**src/design/am_lock_pkg.sv**
```systemverilog
package am_lock_pkg;

	// 802.3ba defines one marker per PCS lane, 20 in total
	localparam int N_PCS_LANES = 20;

	localparam int AM_WIDTH = 48;
	localparam int LANE_ID_W = 5;

	typedef logic [AM_WIDTH-1:0] am_value_t;
	typedef logic [N_PCS_LANES-1:0] lane_mask_t;
	typedef logic [LANE_ID_W-1:0] lane_id_t;

	// One received 66-bit block, reduced to the fields used for marker lock
	typedef struct packed
	{
		logic sh_valid;
		am_value_t am_value;
	} blk_t;

	// Request from a lane FSM to the shared comparator
	typedef struct packed
	{
		am_value_t am_value;
		lane_mask_t match_mask;
		logic enable_mask;
		logic timer_done;
		logic sh_valid;
	} am_req_t;

	// Comparator result, broadcast back to all lanes
	typedef struct packed
	{
		logic am_match;
		lane_mask_t match_vector;
	} am_rsp_t;

	typedef enum logic [1:0]
	{
		SEARCH,
		COUNT_1,
		COMP_2ND,
		LOCKED
	} lock_state_e;

endpackage

```
**src/design/am_lane_lock.sv**
```systemverilog
`timescale 1ns/1ps

module am_lane_lock
#(
	parameter int AM_SPACING = 16,
	parameter int BAD_LIMIT = 4
)
(
	input  logic i_clk,
	input  logic i_reset,
	input  logic i_blk_valid,
	input  am_lock_pkg::blk_t i_blk,
	input  logic i_grant,
	input  am_lock_pkg::am_rsp_t i_rsp,
	output logic o_req,
	output am_lock_pkg::am_req_t o_req_data,
	output logic o_am_lock,
	output am_lock_pkg::lane_id_t o_lane_id
);

	localparam int CNT_W = $clog2(AM_SPACING + 1);
	localparam int BAD_W = $clog2(BAD_LIMIT + 1);

	typedef logic [CNT_W-1:0] blk_cnt_t;
	typedef logic [BAD_W-1:0] bad_cnt_t;

	// Counter value on the block just before the expected marker
	localparam blk_cnt_t LAST_BLK = blk_cnt_t'(AM_SPACING - 1);
	localparam bad_cnt_t BAD_LAST = bad_cnt_t'(BAD_LIMIT - 1);

	am_lock_pkg::lock_state_e state;
	am_lock_pkg::blk_t pend_blk;
	am_lock_pkg::lane_id_t lane_id;
	am_lock_pkg::lane_mask_t id_mask;
	blk_cnt_t blk_cnt;
	bad_cnt_t bad_cnt;
	logic check_pos;

	function automatic am_lock_pkg::lane_id_t vec_to_id(input am_lock_pkg::lane_mask_t vec);
		am_lock_pkg::lane_id_t id;
		id = '0;
		for (int i = am_lock_pkg::N_PCS_LANES - 1; i >= 0; i--)
		begin
			if (vec[i])
				id = am_lock_pkg::lane_id_t'(i);
		end
		return id;
	endfunction

	assign id_mask = am_lock_pkg::lane_mask_t'(1) << lane_id;

	assign check_pos = (state == am_lock_pkg::COMP_2ND) ||
		((state == am_lock_pkg::LOCKED) && (blk_cnt == LAST_BLK));

	always_comb
	begin
		o_req_data.am_value = pend_blk.am_value;
		o_req_data.sh_valid = pend_blk.sh_valid;
		o_req_data.timer_done = check_pos;
		if (state == am_lock_pkg::SEARCH)
		begin
			o_req_data.enable_mask = 1'b1;
			o_req_data.match_mask = '1;
		end
		else
		begin
			o_req_data.enable_mask = 1'b0;
			o_req_data.match_mask = id_mask;
		end
	end

	always_ff @(posedge i_clk)
	begin
		if (i_blk_valid)
			pend_blk <= i_blk;
	end

	always_ff @(posedge i_clk)
	begin
		if (i_reset)
		begin
			o_req <= 1'b0;
			state <= am_lock_pkg::SEARCH;
			blk_cnt <= '0;
			bad_cnt <= '0;
			lane_id <= '0;
		end
		else
		begin
			if (i_grant)
				o_req <= 1'b0;
			else if (i_blk_valid)
				o_req <= 1'b1;

			if (i_grant)
			begin
				case (state)
					am_lock_pkg::SEARCH:
					begin
						if (i_rsp.am_match)
						begin
							lane_id <= vec_to_id(i_rsp.match_vector);
							blk_cnt <= '0;
							bad_cnt <= '0;
							state <= (AM_SPACING == 1) ? am_lock_pkg::COMP_2ND
								: am_lock_pkg::COUNT_1;
						end
					end
					am_lock_pkg::COUNT_1:
					begin
						blk_cnt <= blk_cnt + blk_cnt_t'(1);
						if (blk_cnt + blk_cnt_t'(1) == LAST_BLK)
							state <= am_lock_pkg::COMP_2ND;
					end
					am_lock_pkg::COMP_2ND:
					begin
						blk_cnt <= '0;
						bad_cnt <= '0;
						state <= i_rsp.am_match ? am_lock_pkg::LOCKED : am_lock_pkg::SEARCH;
					end
					am_lock_pkg::LOCKED:
					begin
						if (blk_cnt == LAST_BLK)
						begin
							blk_cnt <= '0;
							if (i_rsp.am_match)
								bad_cnt <= '0;
							else if (bad_cnt == BAD_LAST)
							begin
								bad_cnt <= '0;
								state <= am_lock_pkg::SEARCH;
							end
							else
								bad_cnt <= bad_cnt + bad_cnt_t'(1);
						end
						else
							blk_cnt <= blk_cnt + blk_cnt_t'(1);
					end
					default:
						state <= am_lock_pkg::SEARCH;
				endcase
			end
		end
	end

	assign o_am_lock = (state == am_lock_pkg::LOCKED);
	assign o_lane_id = lane_id;

endmodule

```
**config.mk**
```make
export PLATFORM = sky130hd
export DESIGN_NAME = am_lane_lock
export DESIGN_NICKNAME = d
export VERILOG_FILES = /design/src/design/am_lock_pkg.sv /design/src/design/am_lane_lock.sv
export SDC_FILE = /design/constraint.sdc
export NUM_CORES = 1
export LEC_CHECK = 0
export BUFFER_PORTS_ARGS = -buffer_cell sky130_fd_sc_hd__buf_2
export CAP_MARGIN = 20
export CORE_ASPECT_RATIO = 1.5
export CORE_UTILIZATION = 47
export DETAILED_ROUTE_END_ITERATION = 16
export PLACE_DENSITY = 0.82
export SLEW_MARGIN = 5
export SYNTH_ARGS = -nofsm -noshare
export SYNTH_HDL_FRONTEND = slang
export SYNTH_SLANG_ARGS = --single-unit
```
**constraint.sdc**
```tcl
create_clock -name i_clk -period 4.7 [get_ports i_clk]
set_input_delay 0.47 -clock i_clk [delete_from_list [all_inputs] [get_ports i_clk]]
set_output_delay 0.47 -clock i_clk [all_outputs]
set_load 0.01 [all_outputs]
```
==> results of run 1 <==
## power groups by stage
stage | sequential (mW) | clock [mW] | combinational (mW)
2_1_floorplan | 0.701 | 0 | 0.0376
3_3_place_gp | 0.679 | 0 | 0.148
3_5_place_dp | 0.682 | 0 | 0.152
4_1_cts | 0.670 | 0.458 | 0.153
5_1_grt | 0.672 | 0.485 | 0.167
6_report | 0.669 | 0.451 | 0.153
## cell families after synthesis
logic type               count (synthesis)  synth area share (%)
AO/OA/AOI/OAI                           55                  12.3
XOR/XNOR                                 2                 0.649
adder cells (fa/ha/maj)                  5                  2.32
buffers and inverters                   18                  2.64
flip-flops                              65                  66.4
multiplexers                             1                 0.371
AND/OR/NAND/NOR                         71                  15.3
## area by class of cell
class / count / area, sq um / area share (%)
Clock buffer: 9 / 124 / 3.34
Sequential cell: 65 / 1790 / 48.3
Tap cell: 70 / 87.6 / 2.36
Clock inverter: 7 / 70.1 / 1.89
Multi-Input combinational cell: 134 / 836 / 22.6
Inverter: 11 / 41.3 / 1.11
Timing Repair Buffer: 151 / 756 / 20.4
## worst min-delay path by stage
stage	endpoint	cells after the start	slack (ns)
floorplan	blk_cnt[4]	2	0.45
global placement	bad_cnt[1]	2	0.46
detailed placement	bad_cnt[1]	2	0.47
CTS	o_req_data[31]	1	0.29
global route	o_req_data[56]	1	0.29
finish	o_req_data[31]	1	0.31
## cells in the final DEF (no fill, tap or decap), types with 4 or more instances in the layout
cell type / netlist / routed
a21oi_1: 9 / 9
buf_2: 0 / 151
clkbuf_8: 0 / 9
dfxtp_1: 16 / 16
edfxtp_1: 49 / 49
ha_1: 5 / 5
inv_1: 10 / 10
nand2_1: 12 / 12
nand2b_1: 6 / 6
nand3_1: 6 / 6
nand3b_1: 6 / 6
nor2_1: 13 / 13
nor3_1: 4 / 4
nor4_1: 4 / 4
o21ai_0: 26 / 26
o31ai_1: 4 / 4
## sequential cells by signal (all words and copies together), names as in the netlist
register and count:
o_req 1, o_lane_id 5, blk_cnt 5, state 2, bad_cnt 3, o_req_data 49
## worst max-delay path, cell delays in order (launching register included)
cell,delay [ns]
dfxtp_1,0.50
or2_1,0.53
o21ai_0,0.21
buf_2,0.19
## layer usage
metal | wire (um) | GRT usage [%]
met1 | 2430 | 25.1
met2 | 3510 | 40.5
met3 | 605 | 6.76
met4 | 84 | 6.82
met5 | 0 | 0
## through the flow
step | hold WS, ns | cells | setup slack [ns] | power [mW] | instance area (sq um)
2_1_floorplan | 0.449 | 217 | 2.80 | 0.738 | 2700
3_3_place_gp | 0.458 | 431 | 2.62 | 0.827 | 3510
3_5_place_dp | 0.465 | 431 | 2.62 | 0.835 | 3510
4_1_cts | 0.292 | 447 | 2.49 | 1.28 | 3710
5_1_grt | 0.289 | 447 | 2.31 | 1.32 | 3710
6_report | 0.305 | 447 | 2.48 | 1.27 | 3710
==> flow_summary.ini, run 1 <==
[outcome]
run_status = completed

[layout]
final_util_pct = 67.5
layout.nets = 451
final_layout_size_suffix_gt1_share_pct = 45.4
area_growth_syn_to_layout_pct = 37.3
fillers = 425
antenna_cells = 0

[routing]
drt_antenna_net_count = 0
vias_per_cell = 5.29
route.detailed.drc = 0
routed_wire_length_per_instance_um = 14.8
totalWireLength_um = 6630
drt_first_iter_violations = 119
firstDrtPassIters = 4
detailroute.via_count = 2363

[floorplan]
dieArea_sq_mm = 0.00606
num_io_pins = 152
die_width_um = 63.9
floorplan.initialDensity_pct = 49.1
core.rowCount = 33
die_height_um = 94.8
fp.coreArea_sq_mm = 0.00549

[clock_tree]
cts_made_buffers = 9
worst_skew_pair.late_latency_ns = 0.33
cts_tree = done
cts_resized = 0
holdBufCountCts = 0
clkTransAtPathRegs_ns = 0.07
clk_root_buffer_cell = clkbuf_8
clk_path_buf_depth = 2
cts.sinks = 65
cts_htree_levels = 3
post_cts.repair.setup_buffers = 0

[timing]
hold_viol_final = 0
setup-violations-final = 0
final.setup_skew_ns = 0.00352
slew-limit-headroom_pct = 28.1
tightestPinTransition_ns = 1.08
timing.setup.tns_ns = 0
max_freq_mhz = 450
setup_repair_after_global_routing_missed_its_margin = false
final_critical_period_ns = 2.22
post-route-period-util_pct = 47.3
final_max_slew_viol_count = 0

[pwr]
power-per-cell-area_mw_per_mm2 = 343
power.sequential.fraction_pct = 52.6
static-leakage-power_nw = 1.57
netSwitchingFraction_pct = 24.1
power_frac_clock_pct = 35.4
internal_power_mw = 0.966
power_frac_comb_pct = 12.0
max_rail_drop_vdd_v = 0.000144
total_switching_power_mw = 0.307

[global_routing]
grt_pass1_wl_um = 10100
first_global_vias = 2169
grt-ovfl-total = 0
track_usage_pct = 22.5
largest_net_degree_at_the_start_of_global_routing = 51
antenna_found_initial = 0

[yosys]
yosys.area.top_type = edfxtp_1
synth_common_cells = edfxtp_1, o21ai_0, dfxtp_1
synth.distinct_cells = 46
syn-num-nets = 296
mappedNetlistArea_sq_mm = 0.00270
synthMostInstantiatedCell = edfxtp_1
number_of_enable_flip_flop_cells_after_synthesis = 49
syn_inst = 217
ys_seq_elements = 65
synthArstFlopShare_pct = 0
synth_top_area_share_pct = 54.5
synth.yosys.seq_area_share_pct = 66.4
yosys_warnings = 0
synthesis.area_per_instance_sq_um = 12.4
yosys-top-cells-area = edfxtp_1, dfxtp_1, o21ai_0, ha_1, nor2_1
synth_top_flop_cell = edfxtp_1

[critical_path]
worst-r2r-setup-slack_ns = 2.68
critical_path_startpoint = state[1]
rr_worst_depth = 3
critPathCaptureType = output port
critPathCapture = o_req_data[10]
rr_startpoint = state[1]
critical_path.startpoint_type = register
path_class = register to output port
critical_path_arrival_ns = 1.75
critical_path.reg2reg.endpoint = state[0]
cp_data_required_time_ns = 4.23
worst-path-max-fanout = 23

[placement]
place.detailed.hpwl_um = 5170
port_buffers = 151
place_congestion = 0.851

[worst_hold_path]
hold_path_class = input port to register
worstHoldStart = i_blk[8]

[flow_run]
maxCapViolations = 0
Note: power is estimated with default switching activity, not from simulation.
==> run 2, diff against run 1 <==
--- a/config.mk
+++ b/config.mk
@@ -8,9 +8,9 @@
 export BUFFER_PORTS_ARGS = -buffer_cell sky130_fd_sc_hd__buf_2
 export CAP_MARGIN = 20
 export CORE_ASPECT_RATIO = 1.5
-export CORE_UTILIZATION = 47
+export CORE_UTILIZATION = 44
 export DETAILED_ROUTE_END_ITERATION = 16
-export PLACE_DENSITY = 0.82
+export PLACE_DENSITY = 0.78
 export SLEW_MARGIN = 5
 export SYNTH_ARGS = -nofsm -noshare
 export SYNTH_HDL_FRONTEND = slang
==> constraint.sdc (replaced) <==
create_clock -name i_clk -period 2.1 [get_ports i_clk]
set_input_delay 0.21 -clock i_clk [delete_from_list [all_inputs] [get_ports i_clk]]
set_output_delay 0.21 -clock i_clk [all_outputs]
set_load 0.01 [all_outputs]
==> run 2 against run 1 <==
  * Sequential cell count unchanged
  * Non-clock buffer count up 3
  * Via count about the same
  * Cell count up 1.1%
  * Setup slack worse by 2.2 ns
  * Die area up 6.6%
  * Sequential power up 120%
  * Clock-buffer cell count up 1
  * Clock skew up 0.0015 ns
  * First-iteration DRC count up 62%
==> flow_summary.ini, run 2 (synthesis gave the netlist of run 1 again) <==
[timing]
setup_repair_after_global_routing_missed_its_margin = false
tightestPinTransition_ns = 0.635
final_max_slew_viol_count = 0
setup-violations-final = 0
hold_viol_final = 0
final_critical_period_ns = 1.86
max_freq_mhz = 537
timing.setup.tns_ns = 0
slew-limit-headroom_pct = 57.2
postLayoutSetupSlackWorst_ns = 0.239
post-route-period-util_pct = 88.6
final.setup_skew_ns = 0.00497

[layout]
mostFrequentLayoutCell = buf_2
largest_reg_flops = 49
layout.nets = 454
fillers = 469
antenna_cells = 0
final_layout_size_suffix_gt1_share_pct = 45.5
final_cell_mix = buf_2, edfxtp_1, o21ai_0
area_growth_syn_to_layout_pct = 39.7

[placement]
port_buffers = 151
place.detailed.hpwl_um = 5410
pre_cts_slack_ns = 0.256
place_congestion = 0.830

[clock_tree]
cts_htree_levels = 3
cts_tree = done
post_cts.repair.setup_buffers = 0
holdBufCountCts = 0
cts.sinks = 65
cts_resized = 0
worst_skew_pair.late_latency_ns = 0.32
clk_root_buffer_cell = clkbuf_8
clk_path_buf_depth = 2
clkTransAtPathRegs_ns = 0.07
cts_made_buffers = 9

[flow_run]
maxCapViolations = 0

[global_routing]
grt-ovfl-total = 0
largest_net_degree_at_the_start_of_global_routing = 51
first_global_vias = 2244
antenna_found_initial = 0
track_usage_pct = 22.5
grt_pass1_wl_um = 10800

[critical_path]
critPathCaptureType = register
worst-path-max-fanout = 5
worst-r2r-setup-slack_ns = 0.24
rr_startpoint = blk_cnt[0]
cp_data_required_time_ns = 2.27
critical_path.startpoint_type = register
rr_worst_depth = 8
critical_path.reg2reg.endpoint = state[0]
critical_path_arrival_ns = 2.03
path_class = register to register

[routing]
vias_per_cell = 5.23
detailroute.via_count = 2365
route.detailed.drc = 0
drt_first_iter_violations = 193
drt_antenna_net_count = 0
totalWireLength_um = 6970
routed_wire_length_per_instance_um = 15.4
firstDrtPassIters = 6

[floorplan]
dieArea_sq_mm = 0.00646
core.rowCount = 34
die_height_um = 97.9
die_width_um = 65.9
floorplan.initialDensity_pct = 46.0
fp.coreArea_sq_mm = 0.00587
num_io_pins = 152

[outcome]
run_status = completed

[worst_hold_path]
worstHoldStart = i_blk[41]
hold-path-endpoint = o_req_data[64]
hold_path_class = input port to register
holdPathStages = 1

[pwr]
max_rail_drop_vdd_v = 0.000524
power-per-cell-area_mw_per_mm2 = 815
static-leakage-power_nw = 1.61
run 2: routing by layer:
metal	up-vias	wire, um	track usage, %
li1	1135	-	-
met1	1094	2690	26.0
met2	122	3460	38.3
met3	14	695	7.36
met4	0	123	7.53
met5	-	0	0
run 2: how the worst max path moves through the flow:
stage,from,endpoint
after floorplan,blk_cnt[1],bad_cnt[2]
after global placement,i_rsp[7],o_lane_id[4]
after detailed placement,blk_cnt[1],state[0]
after CTS,blk_cnt[1],state[0]
after global routing,blk_cnt[1],state[0]
final,blk_cnt[0],state[0]
run 2: power breakdown:
group	internal, mW	total (mW)	leakage (nW)	switching (mW)
Combinational	0.150	0.346	0.889	0.196
Sequential	1.47	1.50	0.609	0.0294
Clock	0.783	1.23	0.114	0.445
Total	2.40	3.07	1.61	0.670
run 2: layout make-up:
class | count | area [sq um] | area share (%)
Timing Repair Buffer | 154 | 778 | 20.6
Clock inverter | 6 | 106 | 2.82
Sequential cell | 65 | 1790 | 47.5
Inverter | 11 | 41.3 | 1.09
Tap cell | 72 | 90.1 | 2.39
Multi-Input combinational cell | 134 | 836 | 22.2
Clock buffer | 10 | 128 | 3.38
run 2: per-stage QoR:
stage | hold WS, ns | total power [mW] | utilization, % | instance area (sq um) | std cells
floorplan | 0.309 | 1.65 | - | 2700 | 217
CTS | 0.0366 | 3.10 | 64.2 | 3770 | 452
detailed placement | 0.388 | 1.88 | 60.3 | 3540 | 436
global placement | 0.387 | 1.86 | 60.3 | 3540 | 436
global route | 0.0321 | 3.19 | 64.2 | 3770 | 452
finish | 0.0513 | 3.07 | 64.2 | 3770 | 452
run 2: worst max-delay path: stages (launching register included):
cell,delay (ns)
dfxtp_1,0.34
ha_1,0.24
nand3_1,0.11
inv_1,0.05
ha_1,0.28
nand3b_1,0.11
or3_1,0.39
o31ai_1,0.08
a2111oi_0,0.10
